<file path="config.mk">
export PLATFORM = sky130hd
export DESIGN_NAME = fp_multiplier
export DESIGN_NICKNAME = d
export VERILOG_FILES = /design/src/hw/fp_mul_pkg.sv /design/src/hw/fp_multiplier.sv /design/src/hw/fp_normalize.sv /design/src/hw/fp_result_queue.sv /design/src/hw/fp_significand_multiply.sv /design/src/hw/fp_unpack_classify.sv
export VERILOG_INCLUDE_DIRS = /design/src /design/src/hw
export SDC_FILE = /design/constraint.sdc
export NUM_CORES = 2
export LEC_CHECK = 0
export CORE_AREA = 4 4 234 282
export CTS_BUF_LIST = sky130_fd_sc_hd__clkbuf_8
export CTS_CLUSTER_SIZE = 20
export DETAILED_ROUTE_END_ITERATION = 8
export DIE_AREA = 0 0 238 286
export DONT_BUFFER_PORTS = 1
export PLACE_DENSITY = 0.67
export SYNTH_ARGS = -nofsm -noshare
export SYNTH_HDL_FRONTEND = slang
export SYNTH_SLANG_ARGS = --single-unit
</file>
<file path="constraint.sdc">
create_clock -name clk_i -period 6.2 [get_ports clk_i]
set_clock_uncertainty 0.2 [all_clocks]
set_input_delay 1.24 -clock clk_i [delete_from_list [all_inputs] [get_ports clk_i]]
set_output_delay 1.24 -clock clk_i [all_outputs]
set_load 0.1 [all_outputs]
</file>
<file path="src/hw/fp_mul_settings.svh">
/*
 * Width and depth settings for the single-precision multiplier.
 * The queue depth must match the producer's initial credit count.
 */
`ifndef FP_MUL_SETTINGS_SVH
`define FP_MUL_SETTINGS_SVH

// Biased exponent field of an IEEE single-precision word
`define FP_EXP_WIDTH 8

// Stored mantissa field, without the hidden one
`define FP_MAN_WIDTH 23

// Exponent bias for single precision
`define FP_EXP_BIAS 127

// Entries in the result FIFO
// The producer starts out holding exactly this many credits
`define FP_QUEUE_DEPTH 4

// Credits granted by the consumer when reset is released
`define FP_OUT_CREDITS_INIT 2

`endif

</file>
<file path="src/hw/fp_mul_pkg.sv">
/*
 * Shared vector types for the multiplier datapath and its testbench.
 */
`include "fp_mul_settings.svh"

package fp_mul_pkg;

	// Packed IEEE word with sign, exponent and mantissa fields
	typedef logic [`FP_EXP_WIDTH + `FP_MAN_WIDTH:0] fp_word_t;

	// Biased exponent as stored in the word
	typedef logic [`FP_EXP_WIDTH - 1:0] fp_exp_t;

	// Significand including the hidden one
	typedef logic [`FP_MAN_WIDTH:0] fp_sig_t;

	// Full product of two significands
	typedef logic [2 * (`FP_MAN_WIDTH + 1) - 1:0] fp_product_t;

	// Working exponent with two guard bits, signed so that underflow shows as negative
	typedef logic signed [`FP_EXP_WIDTH + 1:0] fp_wide_exp_t;

	// Special-value class of an operand or a result
	typedef enum logic [1:0]
	{
		FP_CLASS_NORMAL,
		FP_CLASS_ZERO,
		FP_CLASS_INF,
		FP_CLASS_NAN
	} fp_class_t;

	// Credit counter, wide enough for the queue depth
	typedef logic [2:0] fp_credit_t;

endpackage

</file>
<file path="src/hw/fp_multiplier.sv">
/*
 * Pipelined single-precision multiplier, four cycles from valid_i to
 * out_valid_o when the consumer has credits; truncating, no exception flags.
 */

module fp_multiplier
(
	input  logic                 clk_i,
	input  logic                 arst_n_i,
	input  logic                 valid_i,
	input  fp_mul_pkg::fp_word_t a_i,
	input  fp_mul_pkg::fp_word_t b_i,
	input  logic                 out_credit_i,
	output logic                 out_valid_o,
	output fp_mul_pkg::fp_word_t result_o,
	output logic                 in_credit_o
);

	// Unpack stage to multiply stage
	logic                     unp_valid;
	logic                     unp_sign;
	fp_mul_pkg::fp_wide_exp_t unp_exp;
	fp_mul_pkg::fp_sig_t      unp_sig_a;
	fp_mul_pkg::fp_sig_t      unp_sig_b;
	fp_mul_pkg::fp_class_t    unp_class;

	// Multiply stage to normalize stage
	logic                     mul_valid;
	logic                     mul_sign;
	fp_mul_pkg::fp_wide_exp_t mul_exp;
	fp_mul_pkg::fp_product_t  mul_product;
	fp_mul_pkg::fp_class_t    mul_class;

	// Normalize stage into the queue
	logic                     norm_valid;
	fp_mul_pkg::fp_word_t     norm_result;

	fp_unpack_classify i_fp_unpack_classify
	(
		.clk_i    (clk_i),
		.arst_n_i (arst_n_i),
		.valid_i  (valid_i),
		.a_i      (a_i),
		.b_i      (b_i),
		.valid_o  (unp_valid),
		.sign_o   (unp_sign),
		.exp_o    (unp_exp),
		.sig_a_o  (unp_sig_a),
		.sig_b_o  (unp_sig_b),
		.class_o  (unp_class)
	);

	fp_significand_multiply i_fp_significand_multiply
	(
		.clk_i     (clk_i),
		.arst_n_i  (arst_n_i),
		.valid_i   (unp_valid),
		.sign_i    (unp_sign),
		.exp_i     (unp_exp),
		.sig_a_i   (unp_sig_a),
		.sig_b_i   (unp_sig_b),
		.class_i   (unp_class),
		.valid_o   (mul_valid),
		.sign_o    (mul_sign),
		.exp_o     (mul_exp),
		.product_o (mul_product),
		.class_o   (mul_class)
	);

	fp_normalize i_fp_normalize
	(
		.clk_i     (clk_i),
		.arst_n_i  (arst_n_i),
		.valid_i   (mul_valid),
		.product_i (mul_product),
		.exp_i     (mul_exp),
		.sign_i    (mul_sign),
		.class_i   (mul_class),
		.valid_o   (norm_valid),
		.result_o  (norm_result)
	);

	// Stages never stall, the queue absorbs everything in flight
	fp_result_queue i_fp_result_queue
	(
		.clk_i        (clk_i),
		.arst_n_i     (arst_n_i),
		.wr_valid_i   (norm_valid),
		.wr_data_i    (norm_result),
		.out_credit_i (out_credit_i),
		.out_valid_o  (out_valid_o),
		.result_o     (result_o),
		.in_credit_o  (in_credit_o)
	);

endmodule

</file>
<file path="src/hw/fp_normalize.sv">
/*
 * Third stage. Rounding is truncation; out-of-range exponents saturate to
 * signed infinity or flush to signed zero, and every NaN becomes 7FC00000.
 */
`include "fp_mul_settings.svh"

module fp_normalize
(
	input  logic                     clk_i,
	input  logic                     arst_n_i,
	input  logic                     valid_i,
	input  fp_mul_pkg::fp_product_t  product_i,
	input  fp_mul_pkg::fp_wide_exp_t exp_i,
	input  logic                     sign_i,
	input  fp_mul_pkg::fp_class_t    class_i,
	output logic                     valid_o,
	output fp_mul_pkg::fp_word_t     result_o
);

	localparam int PROD_WIDTH = $bits(fp_mul_pkg::fp_product_t);
	localparam int IDX_WIDTH  = $clog2(PROD_WIDTH);

	localparam fp_mul_pkg::fp_word_t     CANONICAL_NAN = 32'h7FC0_0000;
	localparam fp_mul_pkg::fp_wide_exp_t EXP_MAX = fp_mul_pkg::fp_wide_exp_t'((1 << `FP_EXP_WIDTH) - 2);
	localparam fp_mul_pkg::fp_wide_exp_t EXP_MIN = fp_mul_pkg::fp_wide_exp_t'(1);

	logic [IDX_WIDTH-1:0]     highest_bit;
	logic [IDX_WIDTH-1:0]     shift_amount;
	fp_mul_pkg::fp_product_t  shifted;
	logic [`FP_MAN_WIDTH-1:0] mantissa;
	fp_mul_pkg::fp_wide_exp_t exp_adj;
	fp_mul_pkg::fp_word_t     packed_word;

	// Priority encoder, the last match while scanning upward is the highest set bit
	always_comb
	begin
		highest_bit = '0;
		for (int i = 0; i < PROD_WIDTH; i++)
		begin
			if (product_i[i])
				highest_bit = IDX_WIDTH'(i);
		end
	end

	// Distance of the leading one from the top of the product
	assign shift_amount = IDX_WIDTH'(PROD_WIDTH - 1) - highest_bit;

	// Moves the leading one up to bit 47, the bits below it form the mantissa
	assign shifted = product_i << shift_amount;

	// Only the top 23 bits under the hidden one are kept, the rest is dropped
	assign mantissa = shifted[PROD_WIDTH - 2 -: `FP_MAN_WIDTH];

	// Exponent came in assuming the one sits at bit 47
	assign exp_adj = exp_i - fp_mul_pkg::fp_wide_exp_t'(shift_amount);

	// Class takes priority over range checks
	always_comb
	begin
		if (class_i == fp_mul_pkg::FP_CLASS_NAN)
			packed_word = CANONICAL_NAN;
		else if (class_i == fp_mul_pkg::FP_CLASS_INF)
			packed_word = {sign_i, {`FP_EXP_WIDTH{1'b1}}, {`FP_MAN_WIDTH{1'b0}}};
		else if (class_i == fp_mul_pkg::FP_CLASS_ZERO)
			packed_word = {sign_i, {(`FP_EXP_WIDTH + `FP_MAN_WIDTH){1'b0}}};
		else if (exp_adj > EXP_MAX)
			// overflow saturates to infinity
			packed_word = {sign_i, {`FP_EXP_WIDTH{1'b1}}, {`FP_MAN_WIDTH{1'b0}}};
		else if (exp_adj < EXP_MIN)
			// underflow, denormal results are not produced
			packed_word = {sign_i, {(`FP_EXP_WIDTH + `FP_MAN_WIDTH){1'b0}}};
		else
			packed_word = {sign_i, fp_mul_pkg::fp_exp_t'(exp_adj), mantissa};
	end

	always_ff @(posedge clk_i or negedge arst_n_i)
	begin
		if (!arst_n_i)
			valid_o <= 1'b0;
		else
			valid_o <= valid_i;
	end

	always_ff @(posedge clk_i)
	begin
		result_o <= packed_word;
	end

endmodule

</file>
<file path="src/hw/fp_result_queue.sv">
/*
 * Result FIFO with credit flow control on both sides. Writes must never find
 * it full; the producer's credits, one per entry, are what guarantee that.
 */
`include "fp_mul_settings.svh"

module fp_result_queue
#(
	parameter int DEPTH = `FP_QUEUE_DEPTH
)
(
	input  logic                 clk_i,
	input  logic                 arst_n_i,
	input  logic                 wr_valid_i,
	input  fp_mul_pkg::fp_word_t wr_data_i,
	input  logic                 out_credit_i,
	output logic                 out_valid_o,
	output fp_mul_pkg::fp_word_t result_o,
	output logic                 in_credit_o
);

	localparam int PTR_WIDTH = (DEPTH > 1) ? $clog2(DEPTH) : 1;
	localparam int CNT_WIDTH = $clog2(DEPTH + 1);

	fp_mul_pkg::fp_word_t   mem [DEPTH];
	logic [PTR_WIDTH-1:0]   wr_ptr;
	logic [PTR_WIDTH-1:0]   rd_ptr;
	logic [CNT_WIDTH-1:0]   count;
	fp_mul_pkg::fp_credit_t credits;
	logic                   pop;

	// Wraps explicitly so that a depth which is not a power of two also works
	function automatic logic [PTR_WIDTH-1:0] next_ptr(input logic [PTR_WIDTH-1:0] ptr);
		if (ptr == PTR_WIDTH'(DEPTH - 1))
			return '0;
		else
			return ptr + 1'b1;
	endfunction

	// An entry leaves as soon as one is stored and the consumer has a credit left
	assign pop = (count != '0) && (credits != '0);

	// Head entry and handshake come straight from registered state
	assign out_valid_o = pop;
	assign result_o    = mem[rd_ptr];

	// Each departing entry frees a slot, which goes back to the producer as a credit
	assign in_credit_o = pop;

	always_ff @(posedge clk_i or negedge arst_n_i)
	begin
		if (!arst_n_i)
		begin
			wr_ptr  <= '0;
			rd_ptr  <= '0;
			count   <= '0;
			credits <= fp_mul_pkg::fp_credit_t'(`FP_OUT_CREDITS_INIT);
		end
		else
		begin
			if (wr_valid_i)
				wr_ptr <= next_ptr(wr_ptr);
			if (pop)
				rd_ptr <= next_ptr(rd_ptr);

			// Simultaneous write and pop leave the fill level unchanged
			case ({wr_valid_i, pop})
				2'b10:   count <= count + 1'b1;
				2'b01:   count <= count - 1'b1;
				default: count <= count;
			endcase

			// A credit returned in the same cycle as a pop cancels out
			credits <= credits + fp_mul_pkg::fp_credit_t'(out_credit_i)
				- fp_mul_pkg::fp_credit_t'(pop);
		end
	end

	// Storage array
	always_ff @(posedge clk_i)
	begin
		if (wr_valid_i)
			mem[wr_ptr] <= wr_data_i;
	end

endmodule

</file>
<file path="src/hw/fp_significand_multiply.sv">
/*
 * Second stage. Multiplies two 24-bit significands into the full 48-bit
 * product with no rounding; sign, exponent and class ride along unchanged.
 */

module fp_significand_multiply
(
	input  logic                     clk_i,
	input  logic                     arst_n_i,
	input  logic                     valid_i,
	input  logic                     sign_i,
	input  fp_mul_pkg::fp_wide_exp_t exp_i,
	input  fp_mul_pkg::fp_sig_t      sig_a_i,
	input  fp_mul_pkg::fp_sig_t      sig_b_i,
	input  fp_mul_pkg::fp_class_t    class_i,
	output logic                     valid_o,
	output logic                     sign_o,
	output fp_mul_pkg::fp_wide_exp_t exp_o,
	output fp_mul_pkg::fp_product_t  product_o,
	output fp_mul_pkg::fp_class_t    class_o
);

	fp_mul_pkg::fp_product_t product;

	// Both factors are widened first so the multiply is done at full width
	assign product = fp_mul_pkg::fp_product_t'(sig_a_i) * fp_mul_pkg::fp_product_t'(sig_b_i);

	// Valid bit follows the input by one cycle, there is no stall
	always_ff @(posedge clk_i or negedge arst_n_i)
	begin
		if (!arst_n_i)
			valid_o <= 1'b0;
		else
			valid_o <= valid_i;
	end

	// With two normal inputs the product lies in [1, 4)
	// so its leading one lands at bit 46 or bit 47
	always_ff @(posedge clk_i)
	begin
		product_o <= product;
		sign_o    <= sign_i;
		exp_o     <= exp_i;
		class_o   <= class_i;
	end

endmodule

</file>
<file path="src/hw/fp_unpack_classify.sv">
/*
 * First stage. Denormal operands are treated as zero, and the exponent sum
 * already carries the +1 for a product whose leading one sits at the top bit.
 */
`include "fp_mul_settings.svh"

module fp_unpack_classify
(
	input  logic                     clk_i,
	input  logic                     arst_n_i,
	input  logic                     valid_i,
	input  fp_mul_pkg::fp_word_t     a_i,
	input  fp_mul_pkg::fp_word_t     b_i,
	output logic                     valid_o,
	output logic                     sign_o,
	output fp_mul_pkg::fp_wide_exp_t exp_o,
	output fp_mul_pkg::fp_sig_t      sig_a_o,
	output fp_mul_pkg::fp_sig_t      sig_b_o,
	output fp_mul_pkg::fp_class_t    class_o
);

	localparam int SIGN_BIT = `FP_EXP_WIDTH + `FP_MAN_WIDTH;

	// Removes the bias once and adds one for the top-bit product position
	localparam fp_mul_pkg::fp_wide_exp_t EXP_OFFSET = fp_mul_pkg::fp_wide_exp_t'(1 - `FP_EXP_BIAS);

	fp_mul_pkg::fp_exp_t      exp_a;
	fp_mul_pkg::fp_exp_t      exp_b;
	logic [`FP_MAN_WIDTH-1:0] man_a;
	logic [`FP_MAN_WIDTH-1:0] man_b;
	fp_mul_pkg::fp_class_t    class_a;
	fp_mul_pkg::fp_class_t    class_b;
	fp_mul_pkg::fp_class_t    class_comb;
	fp_mul_pkg::fp_wide_exp_t exp_sum;

	// Zero exponent covers both true zero and denormals, which are flushed
	function automatic fp_mul_pkg::fp_class_t classify(input fp_mul_pkg::fp_exp_t exp_f,
		input logic [`FP_MAN_WIDTH-1:0] man_f);
		if (exp_f == '0)
			return fp_mul_pkg::FP_CLASS_ZERO;
		else if (exp_f == '1)
			return (man_f == '0) ? fp_mul_pkg::FP_CLASS_INF : fp_mul_pkg::FP_CLASS_NAN;
		else
			return fp_mul_pkg::FP_CLASS_NORMAL;
	endfunction

	// Field split
	assign exp_a = a_i[SIGN_BIT - 1 -: `FP_EXP_WIDTH];
	assign exp_b = b_i[SIGN_BIT - 1 -: `FP_EXP_WIDTH];
	assign man_a = a_i[`FP_MAN_WIDTH - 1:0];
	assign man_b = b_i[`FP_MAN_WIDTH - 1:0];

	assign class_a = classify(exp_a, man_a);
	assign class_b = classify(exp_b, man_b);

	// Zero-extend both exponents into the signed working width before adding
	assign exp_sum = fp_mul_pkg::fp_wide_exp_t'({2'b00, exp_a})
		+ fp_mul_pkg::fp_wide_exp_t'({2'b00, exp_b}) + EXP_OFFSET;

	// NaN wins, then infinity, then zero
	// Infinity times zero is invalid and becomes NaN
	always_comb
	begin
		if (class_a == fp_mul_pkg::FP_CLASS_NAN || class_b == fp_mul_pkg::FP_CLASS_NAN)
			class_comb = fp_mul_pkg::FP_CLASS_NAN;
		else if ((class_a == fp_mul_pkg::FP_CLASS_INF && class_b == fp_mul_pkg::FP_CLASS_ZERO)
			|| (class_a == fp_mul_pkg::FP_CLASS_ZERO && class_b == fp_mul_pkg::FP_CLASS_INF))
			class_comb = fp_mul_pkg::FP_CLASS_NAN;
		else if (class_a == fp_mul_pkg::FP_CLASS_INF || class_b == fp_mul_pkg::FP_CLASS_INF)
			class_comb = fp_mul_pkg::FP_CLASS_INF;
		else if (class_a == fp_mul_pkg::FP_CLASS_ZERO || class_b == fp_mul_pkg::FP_CLASS_ZERO)
			class_comb = fp_mul_pkg::FP_CLASS_ZERO;
		else
			class_comb = fp_mul_pkg::FP_CLASS_NORMAL;
	end

	always_ff @(posedge clk_i or negedge arst_n_i)
	begin
		if (!arst_n_i)
			valid_o <= 1'b0;
		else
			valid_o <= valid_i;
	end

	// Stage payload, only meaningful while valid_o is high
	always_ff @(posedge clk_i)
	begin
		sign_o  <= a_i[SIGN_BIT] ^ b_i[SIGN_BIT];
		exp_o   <= exp_sum;
		// Hidden one is present only for nonzero exponents
		sig_a_o <= {exp_a != '0, man_a};
		sig_b_o <= {exp_b != '0, man_b};
		class_o <= class_comb;
	end

endmodule

</file>
---- After elaboration in Yosys (flattened, before gate mapping) ----
Memory sizes are Yosys's and may differ from the RTL's.
Index checks and enable logic that the tools add are counted.
storage, ports and cells
  word-level logic and storage cells ...... 135
  register bits ........................... 167
  memories kept ........................... 1
  bits in writable memories ............... 128
  output and inout port bits .............. 34
cells by class
  reductions and logical operators ........ 20
  multiply operators ...................... 1
  multiplexer cells ....................... 64
  order comparisons ....................... 2
  equality and inequality tests ........... 15
  $add $sub $neg .......................... 10
  bitwise operators ....................... 1
  shift operators ......................... 1
memories
  name                   words  width  read ports  clocked after memory_dff  wr ports  RTL line               text
  i_fp_result_queue.mem  4      32     1           0                         1         fp_result_queue.sv:25  fp_mul_pkg::fp_word_t mem [DEPTH];
operators by type and width
  cell                                                            count
  2-to-1 mux 6 bit                                                46
  2-to-1 mux 31 bit                                               3
  multiplier 24 x 24 -> 48 bit                                    1
  left shift 48 x 6 -> 47 bit                                     1
  logical NOT 23 bit                                              2
  2-to-1 mux 23 bit                                               1
  equality test 2 bit, second input constant                      9
  equality test 8 bit, second input constant                      2
  logical NOT 8 bit                                               2
  nonzero test 8 bit                                              2
  2-to-1 mux 2 bit                                                6
  adder 10 x 8 -> 10 bit, second input constant                   1
  greater-than comparator 10 x 9 -> 1 bit, second input constant  1
  < comparator 10 x 2 -> 1 bit, second input constant             1
  subtractor 10 x 7 -> 10 bit                                     1
  adder 8 x 8 -> 9 bit                                            1
  equality test 2 x 1 -> 1 bit, second input constant             4
  2-to-1 mux 1 bit                                                7
  one-hot mux 3 bit (2 select lines)                              1
  nonzero test 3 bit                                              2
  subtractor 6 bit, first input constant                          1
  OR reduction 5 bit                                              1
  adder 2 x 1 -> 2 bit, second input constant                     2
  logical OR 1 bit                                                4
  other kinds (9)                                                 12

---- Logic depth before layout (Yosys ltp) ----
  depth after elaboration ................. 54
  gate-level depth with buffers ........... 26

---- Cells and area by module ----
Synthesis repeated with hierarchy kept, for this count alone.
second synthesis, totals
  cells, all modules ...................... 3,370
  area, all modules ....................... 32,869.0 um^2
modules (own cells, without submodules)
  module                   cells an instance  instances  area each (um^2)
  fp_significand_multiply  2,279              1          20,617.3
  fp_result_queue          219                1          5,206.2
  fp_normalize             718                1          5,102.4
  fp_unpack_classify       154                1          1,943.1

---- Worst setup path after synthesis ----
Ideal clock, no wire load.
  path kind ............................... register to register
  from .................................... reg i_fp_unpack_classify.sig_a_o[16]
  to ...................................... reg i_fp_significand_multiply.product_o[46]
  setup time .............................. 0.072 ns
  stages on the path, launching flop included .. 24
  clock period less this slack ............ 6.735 ns
  path buffers ............................ 1
  path slack .............................. -0.535 ns
  required time ........................... 5.928 ns
  data arrival time ....................... 6.463 ns
  cell sequence ........................... dfxtp_1 clkbuf_1 nand2_1 fa_1 inv_1 fa_1 inv_1 fa_1 fa_1 fa_1 fa_1 inv_1 fa_1 ha_1 o21ai_0 nand2b_1 a21oi_1 nor4_1 and4_1 a2111o_1 a41oi_1 o21ai_0 a21oi_1 xnor2_1
between the ends
  longest elaborated chain between the ends .. 1
ends and longest elaborated chain
  element                                    RTL line                       text
  start: declaration                         fp_unpack_classify.sv:17       output fp_mul_pkg::fp_sig_t sig_a_o,
  start signal: assignment                   fp_unpack_classify.sv:91       sig_a_o <= {exp_a != '0, man_a};
  multiplier 24 x 24 -> 48 bit               fp_significand_multiply.sv:26  assign product = fp_mul_pkg::fp_product_t'(sig_a_i) * fp_mul_pkg::fp_product_t'(sig_b_i);
  net i_fp_significand_multiply.product[46]  fp_significand_multiply.sv:23  fp_mul_pkg::fp_product_t product;
  end signal: assignment                     fp_significand_multiply.sv:41  product_o <= product;
  end: declaration                           fp_significand_multiply.sv:19  output fp_mul_pkg::fp_product_t product_o,
The timed path passes the listed nets, and every way through them passes these cells.
A chain may end at the register's enable or synchronous reset.

---- Worst setup path in the final report ----
  from .................................... reg i_fp_unpack_classify.sig_a_o[12]
  to ...................................... reg i_fp_significand_multiply.product_o[46]
The elaborated chain is that of the path after synthesis.

==> results_tabular.tex <==
\begin{tabular}{lr}
\hline
Metric & Value \\
\hline
\multicolumn{2}{l}{\textbf{Worst setup path}} \\
\quad Cell mode on critical path & fa\_1 \\
\quad Worst Setup Start Kind & flop \\
\quad Endpoint type of the worst setup path & flop \\
\quad Endpoint required time on the critical path & 6.59 ns \\
\quad Critical-path top delay cell & fa\_1 \\
\quad Arrival time of the worst setup path & between 7 and 8 ns \\
\quad Largest fanout on the critical path & 7 \\
\quad Delay of the slowest cell on the worst path & about 0.57 ns \\
\quad Classification of the worst setup path & reg2reg \\
\quad Cell-by-cell trace of the critical path & buf\_8 -> buf\_6 -> nand2\_4 -> fa\_1 -> inv\_1 -> fa\_1 -> inv\_2 -> fa\_1 -> fa\_1 -> fa\_1 -> fa\_1 -> inv\_2 -> fa\_1 -> ha\_4 -> o21ai\_2 -> nand2b\_1 -> a21oi\_2 -> nor4\_4 -> and4\_1 -> a2111o\_1 -> a41oi\_2 -> o21ai\_2 -> a21oi\_2 -> xnor2\_1 \\
\multicolumn{2}{l}{\textbf{STA}} \\
\quad Final-report hold violation count & 0 \\
\quad Slew Viols, Final & 0 \\
\quad Achievable Freq & 0.148 GHz \\
\quad Worst-case headroom to the max-slew limit & approximately a third \\
\quad Setup repair after global routing missed its margin & yes \\
\quad Count of final setup violators & 25 \\
\quad Worst Slack Setup Final & -0.535 ns \\
\quad Crit path time final & approximately 6.7 ns \\
\quad Tightest Pin Transition & 0.984 ns \\
\quad Final worst path period share & 109\% \\
\multicolumn{2}{l}{\textbf{Logic synthesis}} \\
\quad Synthesized flop and latch total & just under 300 \\
\quad Library cell with the largest summed area after synthesis & fa\_1 \\
\quad Fraction of the yosys area taken by sequential cells & a little under a quarter \\
\quad Cell with the most instances after synthesis & inv\_1 \\
\quad Cells after synthesis & around 3200 \\
\quad Top cells by count, synth & inv\_1, fa\_1, nand2\_1, and2\_1, ha\_1 \\
\quad Yosys top cell area share & a little under a third \\
\quad Post-Syn Area & 0.0315 mm² \\
\quad Number of warnings issued by yosys & 0 \\
\quad Fraction of registers with async set or reset after synthesis & about 4.4\% \\
\quad Post-synthesis cell type count & 90 \\
\quad Average footprint of a synthesized cell & approximately 10 µm² \\
\quad Number of enable flip-flop cells after synthesis & between 100 and 150 \\
\quad Leading cell types by total area after synthesis & fa\_1, edfxtp\_1, dfxtp\_1 \\
\quad Post-Synthesis Net Count & 3904 \\
\quad Top FF cell, synth & dfxtp\_1 \\
\multicolumn{2}{l}{\textbf{Detailed routing}} \\
\quad DR iter-0 viols & around 1400 \\
\quad Via density per instance & between 5 and 6 \\
\quad TritonRoute pass-1 iters & 5 \\
\quad Detailed-route DRC error count & 0 \\
\quad Average wire per cell in the routed design & around 20 µm \\
\quad Final ANT Viol Nets & 0 \\
\quad Vias post-DR & about 24000 \\
\quad Total wire length after detailed routing & between 80 and 90 mm \\
\multicolumn{2}{l}{\textbf{CTS}} \\
\quad TritonCTS clock tree & built \\
\quad CTS clock-pin slew for the worst setup and hold paths & about 0.070 ns \\
\quad Clk sink count & between 200 and 300 \\
\quad Number of buffers created by CTS & 51 \\
\quad Cell at the root of the clock tree & clkbuf\_8 \\
\quad Source-to-sink clock delay at the later pin of the worst-skew pair & around 0.7 ns \\
\quad Maximum root-to-sink buffer count & 3 \\
\quad CTS HTree Levels & 2 \\
\multicolumn{2}{l}{\textbf{Final layout}} \\
\quad Final Net Count & $\sim$4100 \\
\quad Area added between synthesis and finish & 16.4\% \\
\quad Proportion of layout cells with a drive suffix above 1 & a little under a fifth \\
\quad Number of filler cells placed in the layout & $\sim$5200 \\
\quad Area of the multi-input gates & about 0.022 mm² \\
\quad Final core utilization & between 50\% and 60\% \\
\quad Register area & between 0.007 and 0.008 mm² \\
\multicolumn{2}{l}{\textbf{Floorplan}} \\
\quad Chip Width & 238 µm \\
\quad Core Region & between 0.06 and 0.07 mm² \\
\quad Height of the chip & around 290 µm \\
\quad Top-level I/O count & roughly 100 \\
\quad Area of the die & between 0.06 and 0.07 mm² \\
\quad Initial core utilization & about half \\
\quad Standard-cell rows & 101 \\
\multicolumn{2}{l}{\textbf{Hold path}} \\
\quad Worst hold-check path type & in2async \\
\multicolumn{2}{l}{\textbf{Global routing}} \\
\quad Combined global-route utilization of all metal layers & 24.9\% \\
\quad Via count of the first global-routing pass & around 26000 \\
\quad Pin count of the biggest net entering global routing & between 50 and 60 \\
\quad Antenna violations before repair & 2 \\
\quad Global-route congestion overflow total & 0 \\
\quad Wire length of the first global-routing pass & 136 mm \\
\multicolumn{2}{l}{\textbf{Place}} \\
\quad HPWL reported at the end of detailed placement & between 60 and 70 mm \\
\quad Number of port buffers & 0 \\
\quad Routability cong. & $\sim$0.99 \\
\multicolumn{2}{l}{\textbf{Job}} \\
\quad Number of max-cap violations & 0 \\
\multicolumn{2}{l}{\textbf{Run status}} \\
\quad Failing checks & setup timing \\
\quad Status & finished, violations left \\
\hline
\end{tabular}
## cells in the final DEF, fill, tap and decap left out, types with 20 or more instances in the layout
master | Yosys | final
nor4_1 | 27 | 24
ha_1 | 200 | 178
buf_6 | 5 | 20
xor2_1 | 21 | 20
mux2i_1 | 112 | 112
xnor2_1 | 46 | 44
buf_12 | 0 | 33
nand2_1 | 463 | 446
fa_1 | 486 | 475
mux4_2 | 33 | 33
inv_1 | 521 | 521
a21oi_2 | 0 | 21
nand3_1 | 45 | 41
clkbuf_8 | 0 | 60
o21ai_0 | 44 | 32
buf_4 | 4 | 257
dfxtp_1 | 154 | 124
a21oi_1 | 76 | 55
nor3_1 | 35 | 33
edfxtp_1 | 128 | 128
dfxtp_4 | 0 | 21
and2_1 | 217 | 211
nor2_1 | 72 | 65
## final timing paths
check	from	endpoint	slack, ns	depth (start not counted)
worst max-delay path	i_fp_unpack_classify.sig_a_o[12]	i_fp_significand_multiply.product_o[46]	-0.54	24
worst min-delay path	arst_n_i	i_fp_result_queue.wr_ptr[0]	0.10	0
worst max register to register	i_fp_unpack_classify.sig_a_o[12]	i_fp_significand_multiply.product_o[46]	-0.54	24
worst min register to register	i_fp_unpack_classify.exp_o[3]	i_fp_significand_multiply.exp_o[3]	0.13	0
max in group asynchronous	arst_n_i	i_fp_result_queue.credits[1]	5.52	0
min in group clk_i	i_fp_unpack_classify.exp_o[3]	i_fp_significand_multiply.exp_o[3]	0.13	0
## critical path, delay by kind of cell (launching register included)
family,cells,cell delay (ns)
AO/OA/AOI/OAI,6,1.32
XOR/XNOR,1,0.14
adder cells (fa/ha/maj),8,3.72
buffers and inverters,5,0.41
flip-flops,1,0.46
AND/OR/NAND/NOR,4,0.39
## through the flow
step / instances / area (µm²) / hold slack (ns) / TNS, ns / setup slack, ns
after global routing: 4232 / 36600 / 0.0546 / -13.61 / -0.741
final: 4233 / 36600 / 0.104 / -8.55 / -0.535
after global placement: 4084 / 34500 / 0.113 / -10.01 / -0.589
after floorplan: 3150 / 32100 / 0.110 / -0.691 / -0.136
after CTS: 4216 / 36200 / 0.0666 / -6.73 / -0.488
after detailed placement: 4084 / 34500 / 0.112 / -11.67 / -0.736
## cell type report
class | instances | area share [%]
Antenna cell | 4 | 0.0273
Clock buffer | 60 | 2.26
Clock inverter | 36 | 0.766
Inverter | 527 | 5.40
Multi-Input combinational cell | 2175 | 60.9
Sequential cell | 295 | 20.1
Tap cell | 824 | 2.82
Timing Repair Buffer | 312 | 7.77
## sequential cells by signal (all words and copies together), names as in the netlist
signal,count
i_fp_normalize.result_o,32
i_fp_normalize.valid_o,1
i_fp_result_queue.count,3
i_fp_result_queue.credits,3
i_fp_result_queue.mem,128
i_fp_result_queue.rd_ptr,2
i_fp_result_queue.wr_ptr,2
i_fp_significand_multiply.class_o,2
i_fp_significand_multiply.exp_o,10
i_fp_significand_multiply.product_o,48
i_fp_significand_multiply.sign_o,1
i_fp_significand_multiply.valid_o,1
i_fp_unpack_classify.class_o,2
i_fp_unpack_classify.exp_o,10
i_fp_unpack_classify.sig_a_o,24
i_fp_unpack_classify.sig_b_o,24
i_fp_unpack_classify.sign_o,1
i_fp_unpack_classify.valid_o,1
## what timing repair did
item                       CTS  global route
pin swaps                   44            57
setup endpoints to repair   30            31
gates resized for setup     86            84
hold buffers                 0             0
setup buffers               37            16
## per-layer routing
metal	track usage [%]	up-vias	wire, µm
li1	-	10500	-
met1	30.4	11900	32900
met2	44.1	801	43100
met3	3.91	227	4530
met4	10.2	0	3840
met5	0	-	0
## logic make-up after synthesis
| kind of cell | Yosys count | share of synthesized area, % |
|---|---|---|
| AND/OR/NAND/NOR | 939 | 14.3 |
| adder cells (fa/ha/maj) | 686 | 38.9 |
| flip-flops | 295 | 23.1 |
| AO/OA/AOI/OAI | 315 | 6.82 |
| buffers and inverters | 680 | 8.36 |
| XOR/XNOR | 67 | 1.87 |
| multiplexers | 168 | 6.76 |
Power is not shown: default switching activity piles up to over one toggle a cycle in this logic, so the estimate is an artifact.
